<file path="config.mk">
export PLATFORM = sky130hd
export DESIGN_NAME = rv_ctrl_top
export DESIGN_NICKNAME = d
export VERILOG_FILES = /design/src/rv_ctrl_pkg.sv /design/src/inst_pipe.sv /design/src/decode_hazard.sv /design/src/exec_ctrl.sv /design/src/operand_forward.sv /design/src/wb_ctrl.sv /design/src/rv_ctrl_top.sv
export SDC_FILE = /design/constraint.sdc
export NUM_CORES = 1
export LEC_CHECK = 0
export ABC_AREA = 0
export ABC_CLOCK_PERIOD_IN_PS = 1500
export CAP_MARGIN = 20
export CORE_MARGIN = 4
export CORE_UTILIZATION = 32
export CTS_BUF_LIST = sky130_fd_sc_hd__clkbuf_4 sky130_fd_sc_hd__clkbuf_8 sky130_fd_sc_hd__clkbuf_16
export DETAILED_ROUTE_END_ITERATION = 10
export DONT_BUFFER_PORTS = 1
export HOLD_SLACK_MARGIN = 0.08
export SYNTH_ARGS = -nofsm -noshare
export SYNTH_HDL_FRONTEND = slang
export SYNTH_SLANG_ARGS = --single-unit
</file>
<file path="constraint.sdc">
create_clock -name clk -period 1.5 [get_ports clk]
set_input_delay 0.15 -clock clk [delete_from_list [all_inputs] [get_ports clk]]
set_output_delay 0.15 -clock clk [all_outputs]
set_load 0.01 [all_outputs]
</file>
<file path="src/rv_ctrl_pkg.sv">
package rv_ctrl_pkg;

  typedef logic [31:0] instr_t;
  typedef logic [4:0]  reg_addr_t;

  // Major opcodes, instruction bits 6 to 2
  typedef enum logic [4:0] {
    OP_LOAD   = 5'b00000,
    OP_ITYPE  = 5'b00100,
    OP_AUIPC  = 5'b00101,
    OP_STORE  = 5'b01000,
    OP_RTYPE  = 5'b01100,
    OP_LUI    = 5'b01101,
    OP_BRANCH = 5'b11000,
    OP_JALR   = 5'b11001,
    OP_JAL    = 5'b11011
  } opcode_e;

  typedef enum logic [3:0] {
    ALU_ADD    = 4'd0,
    ALU_SUB    = 4'd1,
    ALU_AND    = 4'd2,
    ALU_OR     = 4'd3,
    ALU_XOR    = 4'd4,
    ALU_SLL    = 4'd5,
    ALU_SRL    = 4'd6,
    ALU_SRA    = 4'd7,
    ALU_SLT    = 4'd8,
    ALU_SLTU   = 4'd9,
    ALU_PASS_B = 4'd10 // Immediate straight through for lui
  } alu_op_e;

  typedef enum logic [1:0] {
    PC_RESET    = 2'd0,
    PC_JAL      = 2'd1, // Jump target computed in D
    PC_PLUS4    = 2'd2,
    PC_REDIRECT = 2'd3  // ALU result from X
  } pc_sel_e;

  typedef enum logic [1:0] {
    WB_MEM = 2'd0,
    WB_ALU = 2'd1,
    WB_PC4 = 2'd2
  } wb_sel_e;

  typedef enum logic [2:0] {
    LDX_W  = 3'd0,
    LDX_HU = 3'd1,
    LDX_H  = 3'd2,
    LDX_BU = 3'd3,
    LDX_B  = 3'd4
  } ldx_e;

  typedef enum logic [1:0] {
    FWD_NONE   = 2'd0, // Register file or immediate
    FWD_WF_ALU = 2'd1,
    FWD_WF_MEM = 2'd2
  } fwd_sel_e;

  typedef enum logic [1:0] {
    A_RS1    = 2'd0,
    A_PC     = 2'd1,
    A_WF_MEM = 2'd2
  } a_sel_e;

  localparam instr_t NOP_INSTR = 32'h0000_0013; // addi x0, x0, 0

  // Branch funct3
  localparam logic [2:0] F3_BEQ  = 3'b000;
  localparam logic [2:0] F3_BNE  = 3'b001;
  localparam logic [2:0] F3_BLT  = 3'b100;
  localparam logic [2:0] F3_BGE  = 3'b101;
  localparam logic [2:0] F3_BLTU = 3'b110;
  localparam logic [2:0] F3_BGEU = 3'b111;

  // Load funct3
  localparam logic [2:0] F3_LB  = 3'b000;
  localparam logic [2:0] F3_LH  = 3'b001;
  localparam logic [2:0] F3_LW  = 3'b010;
  localparam logic [2:0] F3_LBU = 3'b100;
  localparam logic [2:0] F3_LHU = 3'b101;

  // Arithmetic funct3, shared by R-type and I-type
  localparam logic [2:0] F3_ADD  = 3'b000;
  localparam logic [2:0] F3_SLL  = 3'b001;
  localparam logic [2:0] F3_SLT  = 3'b010;
  localparam logic [2:0] F3_SLTU = 3'b011;
  localparam logic [2:0] F3_XOR  = 3'b100;
  localparam logic [2:0] F3_SRL  = 3'b101; // SRA when bit 30 set
  localparam logic [2:0] F3_OR   = 3'b110;
  localparam logic [2:0] F3_AND  = 3'b111;

endpackage

</file>
<file path="src/inst_pipe.sv">
`timescale 1ns/100ps

module inst_pipe (
  input  logic                clk,
  input  logic                rst,
  input  logic                flush,
  input  rv_ctrl_pkg::instr_t d_instr,
  output rv_ctrl_pkg::instr_t x_instr,
  output rv_ctrl_pkg::instr_t wf_instr
);
  import rv_ctrl_pkg::*;

  // D to X register, a flush turns the wrong-path instruction into a bubble
  always_ff @(posedge clk) begin
    if (rst) begin
      x_instr <= NOP_INSTR;
    end else if (flush) begin
      x_instr <= NOP_INSTR;
    end else begin
      x_instr <= d_instr;
    end
  end

  // X to WF register
  always_ff @(posedge clk) begin
    if (rst) begin
      wf_instr <= NOP_INSTR;
    end else begin
      wf_instr <= x_instr;
    end
  end

endmodule

</file>
<file path="src/decode_hazard.sv">
`timescale 1ns/100ps

module decode_hazard (
  input  rv_ctrl_pkg::instr_t d_instr,
  input  rv_ctrl_pkg::instr_t wf_instr,
  output logic                d_fwd_a,
  output logic                d_fwd_b
);
  import rv_ctrl_pkg::*;

  opcode_e   wf_opc;
  reg_addr_t wf_rd;
  reg_addr_t d_rs1;
  reg_addr_t d_rs2;
  logic      wf_writes;

  assign wf_opc = opcode_e'(wf_instr[6:2]);
  assign wf_rd  = wf_instr[11:7];
  assign d_rs1  = d_instr[19:15];
  assign d_rs2  = d_instr[24:20];

  // Branches and stores carry no rd, x0 is never written
  assign wf_writes = (wf_opc != OP_BRANCH) && (wf_opc != OP_STORE) &&
                     (wf_rd != 5'd0);

  // WF writes the register file one cycle after D reads it
  assign d_fwd_a = wf_writes && (wf_rd == d_rs1); // Stale rs1 read
  assign d_fwd_b = wf_writes && (wf_rd == d_rs2); // Stale rs2 read

endmodule

</file>
<file path="src/exec_ctrl.sv">
`timescale 1ns/100ps

module exec_ctrl (
  input  logic                 rst,
  input  logic                 br_eq,
  input  logic                 br_lt,
  input  rv_ctrl_pkg::instr_t  x_instr,
  input  rv_ctrl_pkg::instr_t  d_instr,
  output rv_ctrl_pkg::alu_op_e alu_op,
  output logic                 b_sel,
  output logic                 br_un,
  output logic                 redirect,
  output rv_ctrl_pkg::pc_sel_e pc_sel
);
  import rv_ctrl_pkg::*;

  opcode_e    x_opc;
  opcode_e    d_opc;
  logic [2:0] x_f3;
  logic       x_alt;
  logic       br_taken;

  assign x_opc = opcode_e'(x_instr[6:2]);
  assign d_opc = opcode_e'(d_instr[6:2]);
  assign x_f3  = x_instr[14:12];
  assign x_alt = x_instr[30]; // funct7 bit selecting SUB and SRA

  always_comb begin
    alu_op = ALU_ADD; // Address and target arithmetic
    case (x_opc)
      OP_RTYPE, OP_ITYPE: begin
        case (x_f3)
          F3_ADD: begin
            if (x_opc == OP_RTYPE && x_alt) begin
              alu_op = ALU_SUB; // No subi in RV32I
            end else begin
              alu_op = ALU_ADD;
            end
          end
          F3_SLL:  alu_op = ALU_SLL;
          F3_SLT:  alu_op = ALU_SLT;
          F3_SLTU: alu_op = ALU_SLTU;
          F3_XOR:  alu_op = ALU_XOR;
          F3_SRL: begin
            if (x_alt) begin
              alu_op = ALU_SRA;
            end else begin
              alu_op = ALU_SRL;
            end
          end
          F3_OR:   alu_op = ALU_OR;
          F3_AND:  alu_op = ALU_AND;
          default: alu_op = ALU_ADD;
        endcase
      end
      OP_LUI:  alu_op = ALU_PASS_B;
      default: alu_op = ALU_ADD;
    endcase
  end

  assign b_sel = (x_opc != OP_RTYPE); // Immediate on B for all but R-type

  assign br_un = (x_opc == OP_BRANCH) && ((x_f3 == F3_BLTU) || (x_f3 == F3_BGEU));

  // Comparator flags belong to the X instruction's operands
  always_comb begin
    br_taken = 1'b0;
    if (x_opc == OP_BRANCH) begin
      case (x_f3)
        F3_BEQ:           br_taken = br_eq;
        F3_BNE:           br_taken = !br_eq;
        F3_BLT, F3_BLTU:  br_taken = br_lt;
        F3_BGE, F3_BGEU:  br_taken = !br_lt;
        default:          br_taken = 1'b0;
      endcase
    end
  end

  assign redirect = br_taken || (x_opc == OP_JALR);

  // A redirect flushes D, so a jal there must not steer the PC
  always_comb begin
    if (rst) begin
      pc_sel = PC_RESET;
    end else if (redirect) begin
      pc_sel = PC_REDIRECT;
    end else if (d_opc == OP_JAL) begin
      pc_sel = PC_JAL;
    end else begin
      pc_sel = PC_PLUS4;
    end
  end

endmodule

</file>
<file path="src/operand_forward.sv">
`timescale 1ns/100ps

module operand_forward (
  input  rv_ctrl_pkg::instr_t    x_instr,
  input  rv_ctrl_pkg::instr_t    wf_instr,
  output rv_ctrl_pkg::fwd_sel_e  fwd_a,
  output rv_ctrl_pkg::fwd_sel_e  fwd_b,
  output rv_ctrl_pkg::fwd_sel_e  rs2_sel,
  output rv_ctrl_pkg::a_sel_e    a_sel
);
  import rv_ctrl_pkg::*;

  opcode_e   x_opc;
  opcode_e   wf_opc;
  reg_addr_t x_rs1;
  reg_addr_t x_rs2;
  reg_addr_t wf_rd;
  logic      wf_writer;
  logic      wf_load;
  logic      hit_rs1;
  logic      hit_rs2;

  // Source of the forwarded value follows what WF is writing back
  function automatic fwd_sel_e fwd_pick(input logic hit, input logic is_load);
    fwd_sel_e sel;
    sel = FWD_NONE;
    if (hit) begin
      sel = is_load ? FWD_WF_MEM : FWD_WF_ALU;
    end
    return sel;
  endfunction

  assign x_opc  = opcode_e'(x_instr[6:2]);
  assign wf_opc = opcode_e'(wf_instr[6:2]);
  assign x_rs1  = x_instr[19:15];
  assign x_rs2  = x_instr[24:20];
  assign wf_rd  = wf_instr[11:7];

  assign wf_writer = (wf_opc != OP_BRANCH) && (wf_opc != OP_STORE) &&
                     (wf_rd != 5'd0);
  assign wf_load   = (wf_opc == OP_LOAD);

  assign hit_rs1 = wf_writer && (wf_rd == x_rs1);
  assign hit_rs2 = wf_writer && (wf_rd == x_rs2);

  assign fwd_a = fwd_pick(hit_rs1, wf_load);
  assign fwd_b = fwd_pick(hit_rs2, wf_load);

  // Store data path only
  assign rs2_sel = fwd_pick(hit_rs2 && (x_opc == OP_STORE), wf_load);

  always_comb begin
    if (x_opc == OP_BRANCH || x_opc == OP_JAL || x_opc == OP_AUIPC) begin
      a_sel = A_PC;
    end else if (x_opc == OP_STORE && wf_load && hit_rs1) begin
      a_sel = A_WF_MEM; // Load data as store base address
    end else begin
      a_sel = A_RS1;
    end
  end

endmodule

</file>
<file path="src/wb_ctrl.sv">
`timescale 1ns/100ps

module wb_ctrl (
  input  rv_ctrl_pkg::instr_t   wf_instr,
  output logic                  rf_we,
  output rv_ctrl_pkg::wb_sel_e  wb_sel,
  output rv_ctrl_pkg::ldx_e     ldx_sel
);
  import rv_ctrl_pkg::*;

  opcode_e    wf_opc;
  reg_addr_t  wf_rd;
  logic [2:0] wf_f3;

  assign wf_opc = opcode_e'(wf_instr[6:2]);
  assign wf_rd  = wf_instr[11:7];
  assign wf_f3  = wf_instr[14:12];

  always_comb begin
    case (wf_opc)
      OP_RTYPE, OP_ITYPE, OP_LOAD, OP_JAL, OP_JALR, OP_AUIPC, OP_LUI: rf_we = 1'b1;
      default: rf_we = 1'b0; // Store, branch and unknown
    endcase
    if (wf_rd == 5'd0) begin
      rf_we = 1'b0; // x0 is hardwired to zero
    end
  end

  always_comb begin
    case (wf_opc)
      OP_LOAD:         wb_sel = WB_MEM;
      OP_JAL, OP_JALR: wb_sel = WB_PC4; // Link address
      default:         wb_sel = WB_ALU;
    endcase
  end

  // Sign or zero extension of the loaded byte or half
  always_comb begin
    ldx_sel = LDX_W;
    if (wf_opc == OP_LOAD) begin
      case (wf_f3)
        F3_LB:   ldx_sel = LDX_B;
        F3_LH:   ldx_sel = LDX_H;
        F3_LW:   ldx_sel = LDX_W;
        F3_LBU:  ldx_sel = LDX_BU;
        F3_LHU:  ldx_sel = LDX_HU;
        default: ldx_sel = LDX_W;
      endcase
    end
  end

endmodule

</file>
<file path="src/rv_ctrl_top.sv">
`timescale 1ns/100ps

module rv_ctrl_top (
  input  logic                  clk,
  input  logic                  rst,
  input  logic                  br_eq,
  input  logic                  br_lt,
  input  rv_ctrl_pkg::instr_t   d_instr,
  output rv_ctrl_pkg::pc_sel_e  pc_sel,
  output logic                  redirect,
  output logic                  d_fwd_a,
  output logic                  d_fwd_b,
  output rv_ctrl_pkg::alu_op_e  alu_op,
  output logic                  b_sel,
  output logic                  br_un,
  output rv_ctrl_pkg::a_sel_e   a_sel,
  output rv_ctrl_pkg::fwd_sel_e fwd_a,
  output rv_ctrl_pkg::fwd_sel_e fwd_b,
  output rv_ctrl_pkg::fwd_sel_e rs2_sel,
  output logic                  rf_we,
  output rv_ctrl_pkg::wb_sel_e  wb_sel,
  output rv_ctrl_pkg::ldx_e     ldx_sel
);
  import rv_ctrl_pkg::*;

  instr_t x_instr;
  instr_t wf_instr;

  inst_pipe u_inst_pipe (
    .clk      (clk),
    .rst      (rst),
    .flush    (redirect), // Bubble in place of the wrong-path D instruction
    .d_instr  (d_instr),
    .x_instr  (x_instr),
    .wf_instr (wf_instr)
  );

  decode_hazard u_decode_hazard (
    .d_instr  (d_instr),
    .wf_instr (wf_instr),
    .d_fwd_a  (d_fwd_a),
    .d_fwd_b  (d_fwd_b)
  );

  exec_ctrl u_exec_ctrl (
    .rst      (rst),
    .br_eq    (br_eq),
    .br_lt    (br_lt),
    .x_instr  (x_instr),
    .d_instr  (d_instr),
    .alu_op   (alu_op),
    .b_sel    (b_sel),
    .br_un    (br_un),
    .redirect (redirect),
    .pc_sel   (pc_sel)
  );

  operand_forward u_operand_forward (
    .x_instr  (x_instr),
    .wf_instr (wf_instr),
    .fwd_a    (fwd_a),
    .fwd_b    (fwd_b),
    .rs2_sel  (rs2_sel),
    .a_sel    (a_sel)
  );

  wb_ctrl u_wb_ctrl (
    .wf_instr (wf_instr),
    .rf_we    (rf_we),
    .wb_sel   (wb_sel),
    .ldx_sel  (ldx_sel)
  );

endmodule

</file>
==> PnR_summary.wiki, run 1 <==
{| class="wikitable"
! Metric !! Value
|-
| Core Util, Final || 52.8%
|-
| GRT Util Overall || 13.6%
|-
| Ranking of synthesized cells by instance count || dfxtp_1, and2_1, nor2_1
|-
| TritonCTS clock tree || done
|-
| Synth area leaders || dfxtp_1, and2_1, xor2_1, xnor2_1, nor2b_1
|-
| Mapped cell area || 0.00165 sq mm
|-
| Number of clock buffers inserted by TritonCTS || 5
|-
| Combinational group share of total power || 18.6%
|-
| Least setup slack across all paths after layout || -0.321 ns
|-
| Post-route DRC violation count || 0
|-
| Placer Congestion || 0.802
|-
| Warnings, synthesis || 0
|-
| Detailed-router iteration count before antenna repair || 4
|-
| Clock tree root driver cell || clkbuf_8
|-
| Main flop type after synthesis || dfxtp_1
|-
| Grt total ovfl || 0
|-
| Critical path startpoint category || register
|-
| Final worst clock skew || 0.00459 ns
|-
| Initial antenna violation count || 0
|-
| Tightest Hold Check Type || primary input to output port
|-
| Cell chain of the critical path || or3_4 > or3_4 > nor4_2 > buf_4
|-
| Number of DRC markers after the initial detailed-route iteration || 38
|-
| Flop pwr share || 50.2%
|-
| Leak || 1.01 nW
|-
| EDFF count, synth || 0
|-
| Post-synth top area share || 44.9%
|-
| Portion of the clock cycle consumed by the worst path in the final layout || 121%
|-
| Number of standard cells in the layout, taps in and fillers out || 305
|-
| Post-synthesis async set-or-reset flop share || 0%
|-
| Final-report hold violation count || 0
|-
| Starting density of the core || 34.0%
|-
| Cells after synthesis || 182
|-
| Floorplan core area || 0.00485 sq mm
|-
| Total wire length || 4.04 mm
|-
| Violations in the final reports || negative setup slack
|-
| Cell Rows || 25
|-
| Synth Net Count || 218
|-
| CP Data Required Time || 1.35 ns
|-
| Vertical die dimension || 79.8 um
|-
| Hold Worst Slack || 0.330 ns
|-
| Layout cells sized above 1 || 38.2%
|-
| Buffer levels on the longest clock path || 2
|-
| Worst path buffer plus inverter count || 1
|-
| TritonCTS Sinks || 37
|-
| Slowest CP cell || or3_4
|-
| Cell seen most often among critical-path stages || or3_4
|-
| Detailed-route vias per instance || 4.55
|-
| Top-Level Pins || 61
|-
| Final count of pins violating max slew || 0
|-
| Number of input and output port buffers inserted || 0
|-
| RSZ-0062 raised after global routing || true
|-
| Time the worst path needs with I/O delays and setup || 1.82 ns
|-
| Net count reported at finish || 273
|-
| Clock latency reported for the late side of the worst-skew pair || 0.29 ns
|-
| Detail Route Antenna Nets || 0
|-
| Via count of the routed design || 1389
|-
| Maximum number of pins on one net before global-route repair || 24
|-
| Total die area || 0.00637 sq mm
|-
| Net load switching power || 0.000568 W
|-
| Worst slew margin || 62.3%
|-
| Biggest area consumer among synthesized cells || dfxtp_1
|-
| Worst setup path class || register to output port
|-
| Clock network fraction of design power || 31.2%
|-
| Sum of net half-perimeters after detailed placement || 2.67 mm
|-
| Type of element capturing the critical path || output port
|-
| Cell with the most instances after synthesis || dfxtp_1
|-
| Number of global-route vias before repair || 1396
|-
| Clock Pin Slew Worst Setup and Hold Paths || 0.07 ns
|-
| Die X || 79.8 um
|-
| Sw Ratio || 26.6%
|-
| Total placed cells including tap cells || 266
|-
| Post-synthesis sequential area ratio || 44.9%
|-
| Wire length of the first global-routing pass || 6.69 mm
|-
| Worst-path maximum fanout || 3
|-
| Post-synthesis area per instance || 9.06 sq um
|-
| Pwr per Cell Area || 834 mW/mm^2
|-
| Run status || complete, but fails checks
|-
| Data arrival time of the critical path || 1.67 ns
|-
| Peak supply drop || 626 uV
|-
| Actual transition at the worst max-transition pin || 0.564 ns
|-
| H-Tree Level Count || 2
|-
| Synth-to-Final Area Change || 55.3%
|-
| Kind of cell with the highest combined delay on the critical path || simple AND/OR/NAND/NOR gates
|-
| Power Total || 0.00214 W
|-
| Number of max-cap violations || 0
|-
| Mean routed wirelength per cell || 13.3 um
|-
| Number of distinct library cells after synthesis || 33
|-
| Number of register bits inferred by synthesis || 37
|-
| Highest cell delay on the worst timing path || 0.39 ns
|-
| Internal || 0.00157 W
|-
| Antenna diode instance count || 0
|-
| Total of endpoints with negative setup slack in the final report || 40
|-
| Maximum frequency from static timing analysis || 0.549 GHz
|}
## per-layer routing
layer | up-vias | share of wire (%) | track usage (%)
li1 | 704 | - | -
met1 | 642 | 41 | 16.4
met2 | 35 | 52 | 23.2
met3 | 8 | 4.5 | 3.50
met4 | 0 | 2.0 | 5.07
met5 | - | 0 | 0
## metrics by stage
step | setup slack [ns] | area [sq um] | TNS [ns]
final | -0.321 | 2560 | -5.77
after global routing | -0.407 | 2560 | -9.34
after global placement | -0.0456 | 1900 | -0.100
after floorplan | -0.0306 | 1660 | -0.0306
after CTS | -0.310 | 2440 | -3.87
after detailed placement | -0.0567 | 1900 | -0.161
## repair_timing
item                       in CTS  in global routing
hold buffers                   25                  0
resized for setup              48                 21
setup endpoints to repair      22                 47
pin swaps                      12                 10
hold endpoints to repair       37                  0
buffers inserted                5                  1
## registers in the layout, indices dropped and copies added (netlist names)
signal / count
u_inst_pipe.wf_instr: 13
u_inst_pipe.x_instr: 24
## worst register-to-register path: stages, from the launching register on
cell and delay [ns]:
dfxtp_2 0.32, nand3b_1 0.25, nor4_4 0.26, buf_4 0.17, buf_4 0.10, a211oi_4 0.06
buf_12 0.18, and2_1 0.16
## final cells by class
cell class                      count  area, sq um
Timing Repair Buffer               57          526
Inverter                            3         11.3
Tap cell                           67         83.8
Clock buffer                        5         68.8
Sequential cell                    37          752
Fill cell                         431         2290
Clock inverter                      3         17.5
Multi-Input combinational cell    133         1100
## final timing paths
check                                                        start                                  to  slack (ns)  depth (start not counted)
worst max-delay path            u_inst_pipe.wf_instr[2]$_SDFF_PP0_                          ldx_sel[2]       -0.32                          4
worst min-delay path                                           rst                           pc_sel[0]        0.33                          1
worst max register to register   u_inst_pipe.x_instr[4]$_SDFF_PP1_  u_inst_pipe.x_instr[14]$_SDFF_PP0_       -0.11                          7
worst min register to register   u_inst_pipe.x_instr[8]$_SDFF_PP0_  u_inst_pipe.wf_instr[8]$_SDFF_PP0_        0.44                          1
## power by group through the flow
stage | Combinational [W] | Clock [W] | Sequential, W
after detailed placement | 0.000248 | 0 | 0.00109
after floorplan | 0.000185 | 0 | 0.00108
after global routing | 0.000434 | 0.000722 | 0.00108
after CTS | 0.000366 | 0.000678 | 0.00107
after global placement | 0.000247 | 0 | 0.00108
final | 0.000398 | 0.000666 | 0.00107
## cell usage in the layout, fill, tap and decap left out, types with 3 or more instances in the layout
| cell type | synthesis | layout |
|---|---|---|
| xnor2_1 | 11 | 10 |
| dfxtp_1 | 37 | 28 |
| nor4_2 | 1 | 3 |
| nand3_1 | 5 | 3 |
| and2_1 | 24 | 24 |
| xor2_1 | 12 | 12 |
| clkbuf_8 | 0 | 5 |
| nand2_1 | 11 | 9 |
| nor3_2 | 0 | 4 |
| nor2b_1 | 14 | 12 |
| buf_6 | 3 | 6 |
| dlygate4sd3_1 | 0 | 25 |
| nor2_1 | 16 | 6 |
| buf_4 | 0 | 25 |
| dfxtp_2 | 0 | 9 |
| nor2_2 | 0 | 5 |
| a21oi_4 | 0 | 3 |
| nor3_4 | 0 | 3 |
| nor2_4 | 0 | 5 |
## cells by family (layout without fill, tap and decap cells)
kind of cell / count (synthesis) / in the layout / share of synthesized area [%]
flops: 37 / 37 / 44.9
simple gates: 95 / 95 / 32.0
buf+inv: 12 / 68 / 4.10
xor+xnor: 23 / 23 / 12.2
compound gates: 15 / 15 / 6.75
No activity file was read; power rests on OpenSTA's default activity.
==> run 2, diff against run 1 <==
==> constraint.sdc (replaced) <==
create_clock -name clk -period 1.5 [get_ports clk]
set_input_delay 0.225 -clock clk [delete_from_list [all_inputs] [get_ports clk]]
set_output_delay 0.225 -clock clk [all_outputs]
set_load 0.01 [all_outputs]
==> run 2 against run 1 <==
Utilization grew 4.3 points. Critical path depth shrank 1. Combinational power grew 20%. Sequential power is essentially flat. Clock skew is essentially flat. Global-route usage shrank 0.38 points. Via count grew 4.7%. Critical path type unchanged. The flow still finishes with violations (negative setup slack). Non-clock buffer count grew 15. Largest cell class unchanged. Worst setup slack gained 0.0024 ns. Cell area grew 8.1%. Clock power grew 4.1%. First-iteration DRC count grew 87%.
==> PnR_summary.wiki, run 2 (synthesis gave the netlist of run 1 again) <==
{| class="wikitable"
! Metric !! Value
|-
| Highest cell delay on the worst timing path || 0.40 ns (about the same)
|-
| Worst-path maximum fanout || 3 (unchanged)
|-
| Detail Route Antenna Nets || 0 (unchanged)
|-
| Final worst clock skew || 0.00480 ns (+0.000206 ns)
|-
| Kind of cell with the highest combined delay on the critical path || simple AND/OR/NAND/NOR gates
|-
| Worst path buffer plus inverter count || 0 (-1)
|-
| Internal || 0.00169 W (+7.5%)
|-
| Cell seen most often among critical-path stages || or3_4
|-
| Total wire length || 4.23 mm (+4.6%)
|-
| Leading cell type in the layout, fill and taps excluded || dfxtp_1
|-
| Via count of the routed design || 1454 (+4.7%)
|-
| Top-Level Pins || 61 (unchanged)
|-
| Number of clock buffers inserted by TritonCTS || 5 (unchanged)
|-
| Total die area || 0.00637 sq mm (unchanged)
|-
| Layout cells sized above 1 || 46.8% (+8.6 points)
|-
| Sum of net half-perimeters after detailed placement || 2.74 mm (+2.5%)
|-
| Most used cells in the layout excluding fill and tap cells || dfxtp_1, buf_4, dlygate4sd3_1
|-
| Sw Ratio || 24.7% (-1.9 points)
|-
| Leak || 1.10 nW (+8.7%)
|-
| Starting density of the core || 34.0% (unchanged)
|-
| Die X || 79.8 um (unchanged)
|-
| Floorplan core area || 0.00485 sq mm (unchanged)
|-
| First element of the critical path || u_inst_pipe.wf_instr[2]$_SDFF_PP0_
|-
| Actual transition at the worst max-transition pin || 0.470 ns (-0.0933 ns)
|-
| Number of input and output port buffers inserted || 0 (unchanged)
|-
| Number of global-route vias before repair || 1407 (+0.79%)
|-
| Net load switching power || 0.000553 W (-2.7%)
|-
| Slowest CP cell || or3_4
|-
| Data arrival time of the critical path || 1.59 ns (-0.08 ns)
|-
| CP Data Required Time || 1.27 ns (-0.08 ns)
|-
| Worst slew margin || 68.6% (+6.2 points)
|-
| TritonCTS Sinks || 37 (unchanged)
|-
| Final-report hold violation count || 0 (unchanged)
|-
| Cell chain of the critical path || or3_4 > or3_4 > nor3b_4
|-
| Post-route DRC violation count || 0 (unchanged)
|-
| Buffer levels on the longest clock path || 2 (unchanged)
|-
| RSZ-0062 raised after global routing || true
|-
| Critical path startpoint category || register
|-
| Number of flip-flops under the largest register name || 24 (unchanged)
|-
| Antenna diode instance count || 0 (unchanged)
|-
| Number of max-cap violations || 0 (unchanged)
|-
| Post-Layout Inst Area || 0.00277 sq mm (+8.1%)
|-
| R2r endpoint || u_inst_pipe.x_instr[3]$_SDFF_PP0_
|-
| Clock network fraction of design power || 31.0% (-0.2 points)
|-
| Run status || complete, but fails checks
|-
| Total placed cells including tap cells || 271 (+1.9%)
|-
| Post-Place Cell Area || 0.00198 sq mm (+4.2%)
|-
| Initial antenna violation count || 0 (unchanged)
|-
| Critical Path End || ldx_sel[0]
|-
| Grt total ovfl || 0 (unchanged)
|-
| Combinational group share of total power || 21.3% (+2.7 points)
|-
| TritonCTS clock tree || done
|-
| Cell Rows || 25 (unchanged)
|-
| GRT Util Overall || 13.3% (-0.38 points)
|-
| Launch point of the worst reg-to-reg path || u_inst_pipe.x_instr[12]$_SDFF_PP0_
|-
| Peak supply drop || 541 uV (-14%)
|-
| Placer Congestion || 0.765 (-4.6%)
|-
| Least setup slack across all paths after layout || -0.319 ns (+0.00236 ns)
|-
| Maximum frequency from static timing analysis || 0.550 GHz (+0.13%)
|-
| Clock tree root driver cell || clkbuf_8
|-
| Vertical die dimension || 79.8 um (unchanged)
|-
| Register containing the most flip-flops in the final layout || u_inst_pipe.x_instr
|-
| Number of DRC markers after the initial detailed-route iteration || 71 (+87%)
|-
| Number of standard cells in the layout, taps in and fillers out || 319 (+4.6%)
|-
| Number of cells traversed by the worst register-to-register path || 7 (unchanged)
|-
| Total of endpoints with negative setup slack in the final report || 46 (+15%)
|-
| Portion of the clock cycle consumed by the worst path in the final layout || 121% (-0.16 points)
|-
| Synth-to-Final Area Change || 67.9%
|-
| Final count of pins violating max slew || 0 (unchanged)
|-
| Net count reported at finish || 288 (+5.5%)
|-
| Flop pwr share || 47.7% (-2.5 points)
|-
| Biggest regs || u_inst_pipe.x_instr: 24 flops, u_inst_pipe.wf_instr: 13 flops
|-
| R2R Setup Slk || -0.10 ns (about the same)
|-
| Detailed-router iteration count before antenna repair || 4 (unchanged)
|-
| H-Tree Level Count || 2 (unchanged)
|-
| Clock latency reported for the late side of the worst-skew pair || 0.28 ns (about the same)
|-
| Time the worst path needs with I/O delays and setup || 1.82 ns (-0.00236 ns)
|-
| Mean routed wirelength per cell || 13.3 um (about the same)
|-
| Worst setup path class || register to output port
|-
| Maximum number of pins on one net before global-route repair || 14 (-42%)
|-
| Violations in the final reports || negative setup slack
|-
| Tightest Hold Check Type || primary input to register
|-
| Pwr per Cell Area || 809 mW/mm^2 (-3.1%)
|-
| Clock Pin Slew Worst Setup and Hold Paths || 0.07 ns (about the same)
|-
| Wire length of the first global-routing pass || 6.45 mm (-3.6%)
|-
| Type of element capturing the critical path || output port
|-
| Path length in cells of the critical path || 3 (-1)
|-
| Detailed-route vias per instance || 4.56 (about the same)
|}
==> run 2: cell types whose count changed in the layout (fill, tap and decap cells not counted), sizes merged <==
cell	delta
clkinv	-2
clkinvlp	-1
clkbuf	+2
buf	+15
==> run 2: worst min-delay path by stage <==
stage / from / to / slack (ns) / cells after the start
2_1_floorplan: rst / u_inst_pipe.wf_instr[14]$_SDFF_PP0_ / 0.30 / 1
3_3_place_gp: rst / u_inst_pipe.wf_instr[2]$_SDFF_PP0_ / 0.30 / 1
3_5_place_dp: rst / u_inst_pipe.wf_instr[2]$_SDFF_PP0_ / 0.30 / 1
4_1_cts: rst / u_inst_pipe.x_instr[4]$_SDFF_PP1_ / 0.21 / 3
5_1_grt: rst / u_inst_pipe.x_instr[4]$_SDFF_PP1_ / 0.31 / 4
6_report: rst / u_inst_pipe.x_instr[4]$_SDFF_PP1_ / 0.30 / 4
==> run 2: area by class of cell <==
type	instances	area (sq um)
tap	67	83.8
clock buffer	7	90.1
fill	411	2080
multi-input combinational	133	1130
timing repair buffer	72	696
sequential	37	754
inverter	3	11.3
==> run 2: repair_timing <==
item | CTS | global route
buffers inserted | 10 | 4
pin swaps | 20 | 28
hold buffers | 25 | 0
resized for setup | 46 | 42
endpoints found under the hold margin | 37 | 0
endpoints found under the setup margin | 23 | 48
cloned | 0 | 2
==> run 2: metrics by stage <==
step	hold WS [ns]	setup WS, ns	power, W	TNS (ns)	util, %
3_5_place_dp	0.299	-0.0555	0.00136	-0.230	40.7
2_1_floorplan	0.297	-0.00829	0.00128	-0.0155	-
6_report	0.302	-0.319	0.00224	-5.84	57.1
3_3_place_gp	0.298	-0.0642	0.00136	-0.222	40.7
5_1_grt	0.315	-0.362	0.00235	-9.00	57.1
4_1_cts	0.213	-0.326	0.00218	-5.07	52.7
==> run 2: worst reg2reg max path, cell delays in order, from the launching register on <==
cell and delay (ns):
dfxtp_2 0.34, xor2_1 0.14, a22o_1 0.27, buf_6 0.14, a211oi_4 0.24, buf_6 0.17, buf_6 0.12, and2_4 0.14
==> run 2: power by group through the flow <==
| stage | combinational, W | sequential (W) | clock, W |
|---|---|---|---|
| finish | 0.000477 | 0.00107 | 0.000693 |
| global route | 0.000516 | 0.00107 | 0.000757 |
| CTS | 0.000399 | 0.00107 | 0.000716 |
| detailed placement | 0.000273 | 0.00109 | 0 |
| global placement | 0.000270 | 0.00108 | 0 |
| floorplan | 0.000193 | 0.00108 | 0 |
==> run 2: per-layer routing <==
layer	track usage (%)	vias to the layer above	part of all wire, %	wire length (um)
met4	5.24	0	2.1	87
met1	15.4	679	43	1800
met5	0	-	0	0
met2	23.1	42	50	2110
li1	-	727	-	-
met3	3.39	6	5.4	227
==> run 3, diff against run 2 <==
--- a/config.mk
+++ b/config.mk
@@ -8,7 +8,7 @@
 export ABC_AREA = 0
 export ABC_CLOCK_PERIOD_IN_PS = 1500
 export CAP_MARGIN = 20
-export CORE_MARGIN = 4
+export CORE_MARGIN = 3
 export CORE_UTILIZATION = 32
 export CTS_BUF_LIST = sky130_fd_sc_hd__clkbuf_4 sky130_fd_sc_hd__clkbuf_8 sky130_fd_sc_hd__clkbuf_16
 export DETAILED_ROUTE_END_ITERATION = 10
==> run 3 against run 2 <==
The flow still finishes with violations (negative setup slack). Register-to-register slack barely moved. Sequential cell count unchanged. Routed wire length rose by 0.73%. First-iteration DRC count is 49% lower.
==> PnR_summary.wiki, run 3 (synthesis gave the netlist of run 1 again) <==
{| class="wikitable"
! Metric !! Value
|-
| Run status || complete, but fails checks
|-
| Violations in the final reports || negative setup slack
|-
| R2r endpoint || u_inst_pipe.x_instr[3]$_SDFF_PP0_
|-
| Filler Cell Count || 396 (-3.6%)
|-
| Clock latency reported for the late side of the worst-skew pair || 0.28 ns (about the same)
|-
| Type of element capturing the critical path || output port
|-
| Synth-to-Final Area Change || 72.3%
|-
| Grt total ovfl || 0 (unchanged)
|-
| Most used cells in the layout excluding fill and tap cells || buf_4, dfxtp_1, dlygate4sd3_1
|-
| Number of DRC markers after the initial detailed-route iteration || 36 (-49%)
|-
| Tightest Hold Check Type || primary input to register
|-
| Register containing the most flip-flops in the final layout || u_inst_pipe.x_instr
|-
| Peak supply drop || 694 uV (+28%)
|-
| Number of clock buffers inserted by TritonCTS || 5 (unchanged)
|-
| Cell Rows || 25 (unchanged)
|-
| Time the worst path needs with I/O delays and setup || 1.83 ns (+0.00787 ns)
|-
| Cell chain of the critical path || or3_4 > nor3_1 > nand4_1 > nor2_2
|-
| Number of global-route vias before repair || 1450 (+3.1%)
|-
| Initial antenna violation count || 0 (unchanged)
|-
| Launch point of the worst reg-to-reg path || u_inst_pipe.x_instr[12]$_SDFF_PP0_
|-
| Number of flip-flops under the largest register name || 24 (unchanged)
|-
| TritonCTS Sinks || 37 (unchanged)
|-
| Layout cells sized above 1 || 50.4% (+3.6 points)
|-
| Highest cell delay on the worst timing path || 0.39 ns (about the same)
|-
| Maximum number of pins on one net before global-route repair || 14 (unchanged)
|-
| Least setup slack across all paths after layout || -0.327 ns (-0.00787 ns)
|-
| Critical Path End || rs2_sel[1]
|-
| Detailed-route vias per instance || 4.63 (+1.5%)
|-
| Mean routed wirelength per cell || 13.2 um (-0.51%)
|-
| Buffer levels on the longest clock path || 2 (unchanged)
|-
| Placer Congestion || 0.816 (+6.7%)
|-
| H-Tree Level Count || 2 (unchanged)
|-
| Detail Route Antenna Nets || 0 (unchanged)
|-
| Antenna diode instance count || 0 (unchanged)
|-
| Wire length of the first global-routing pass || 6.61 mm (+2.5%)
|-
| Count of cells along the worst hold path || 4 (unchanged)
|-
| Slowest CP cell || or3_4
|-
| Power Total || 0.00242 W (+8.1%)
|-
| Pwr per Cell Area || 852 mW/mm^2 (+5.4%)
|-
| Vertical die dimension || 77.8 um (-2.5%)
|-
| Total placed cells including tap cells || 271 (unchanged)
|-
| Leak || 1.15 nW (+4.9%)
|-
| Starting density of the core || 34.0% (unchanged)
|-
| GRT Util Overall || 13.8% (+0.59 points)
|-
| Worst setup path class || register to output port
|-
| Number of input and output port buffers inserted || 0 (unchanged)
|-
| Floorplan core area || 0.00485 sq mm (unchanged)
|-
| Number of max-cap violations || 0 (unchanged)
|-
| Final-report hold violation count || 0 (unchanged)
|-
| Net count reported at finish || 291 (+1.0%)
|-
| Maximum frequency from static timing analysis || 0.547 GHz (-0.43%)
|-
| Data arrival time of the critical path || 1.60 ns (about the same)
|-
| TritonCTS clock tree || done
|-
| First element of the critical path || u_inst_pipe.wf_instr[2]$_SDFF_PP0_
|-
| Leading cell type in the layout, fill and taps excluded || buf_4
|-
| Detailed-router iteration count before antenna repair || 4 (unchanged)
|-
| Actual transition at the worst max-transition pin || 0.464 ns (-0.00576 ns)
|-
| Via count of the routed design || 1494 (+2.8%)
|-
| Worst-path maximum fanout || 3 (unchanged)
|-
| Number of standard cells in the layout, taps in and fillers out || 323 (+1.3%)
|-
| Total die area || 0.00605 sq mm (-5.0%)
|-
| Total of endpoints with negative setup slack in the final report || 47 (+2.2%)
|-
| Biggest regs || u_inst_pipe.x_instr: 24 flops, u_inst_pipe.wf_instr: 13 flops
|-
| Clock tree root driver cell || clkbuf_8
|-
| Clock Pin Slew Worst Setup and Hold Paths || 0.07 ns (about the same)
|-
| Critical path startpoint category || register
|-
| Final count of pins violating max slew || 0 (unchanged)
|-
| RSZ-0062 raised after global routing || true
|-
| Die X || 77.8 um (-2.5%)
|-
| Total wire length || 4.26 mm (+0.73%)
|-
| Final worst clock skew || 0.00981 ns (+0.00501 ns)
|-
| Worst slew margin || 68.9% (+0.39 points)
|-
| Post-route DRC violation count || 0 (unchanged)
|-
| Number of cells traversed by the worst register-to-register path || 7 (unchanged)
|-
| Sum of net half-perimeters after detailed placement || 2.69 mm (-1.9%)
|-
| Portion of the clock cycle consumed by the worst path in the final layout || 122% (+0.52 points)
|-
| R2R Setup Slk || -0.11 ns (about the same)
|-
| CP Data Required Time || 1.27 ns (about the same)
|-
| Top-Level Pins || 61 (unchanged)
|}
## run 3: cell types whose count changed in the layout (fill, tap and decap cells not counted), sizes merged
cell	previous run	this run
bufinv	0	1
buf	47	50
clkinvlp	0	1
clkbuf	7	6
## run 3: area by class of cell
class                   count  area [sq um]  share of cell area, %
inverters                   3          11.3                  0.396
clock inverters             2          37.5                   1.32
repair buffers             75           694                   24.4
flip-flops and latches     37           772                   27.2
well taps                  67          83.8                   2.95
multi-input cells         133          1160                   40.8
clock buffers               6          82.6                   2.91
## run 3: what timing repair did
action | 4_1_cts | 5_1_grt
pin swaps | 25 | 31
buffers inserted | 12 | 6
gates resized for setup | 41 | 56
cloned | 0 | 2
endpoints found under the setup margin | 22 | 48
hold buffers | 25 | 0
endpoints found under the hold margin | 37 | 0
## run 3: worst min path at each step
stage | start | endpoint
after floorplan | rst | u_inst_pipe.wf_instr[14]$_SDFF_PP0_
after global placement | rst | u_inst_pipe.wf_instr[2]$_SDFF_PP0_
after detailed placement | rst | u_inst_pipe.wf_instr[7]$_SDFF_PP0_
after CTS | rst | u_inst_pipe.x_instr[4]$_SDFF_PP1_
after global routing | rst | u_inst_pipe.x_instr[4]$_SDFF_PP1_
final | rst | u_inst_pipe.x_instr[4]$_SDFF_PP1_
## run 3: worst max-delay path, delay by kind of cell, from the launching register on
family           cells  cell delay [ns]
AND/OR/NAND/NOR      4             1.03
flip-flops           1             0.31
## run 3: layer usage
layer | vias to the layer above | global-route usage [%] | share of wire (%)
li1 | 736 | - | -
met1 | 713 | 15.8 | 41
met2 | 39 | 23.9 | 52
met3 | 6 | 4.06 | 5.1
met4 | 0 | 5.87 | 1.7
met5 | - | 0 | 0
## run 3: where the power goes
part           internal, W  switching (W)
Sequential         0.00103      0.0000370
Clock             0.000540       0.000331
Combinational     0.000283       0.000202
## run 3: metrics by stage
step	hold slack (ns)	TNS [ns]	cell area (sq um)	utilization, %	setup WS, ns
5_1_grt	0.272	-10.03	2840	58.6	-0.394
2_1_floorplan	0.297	-0.0155	1720	-	-0.00829
6_report	0.283	-6.76	2840	58.6	-0.327
4_1_cts	0.211	-5.55	2580	53.2	-0.325
3_5_place_dp	0.301	-0.218	1980	40.7	-0.0554
3_3_place_gp	0.299	-0.131	1980	40.7	-0.0387
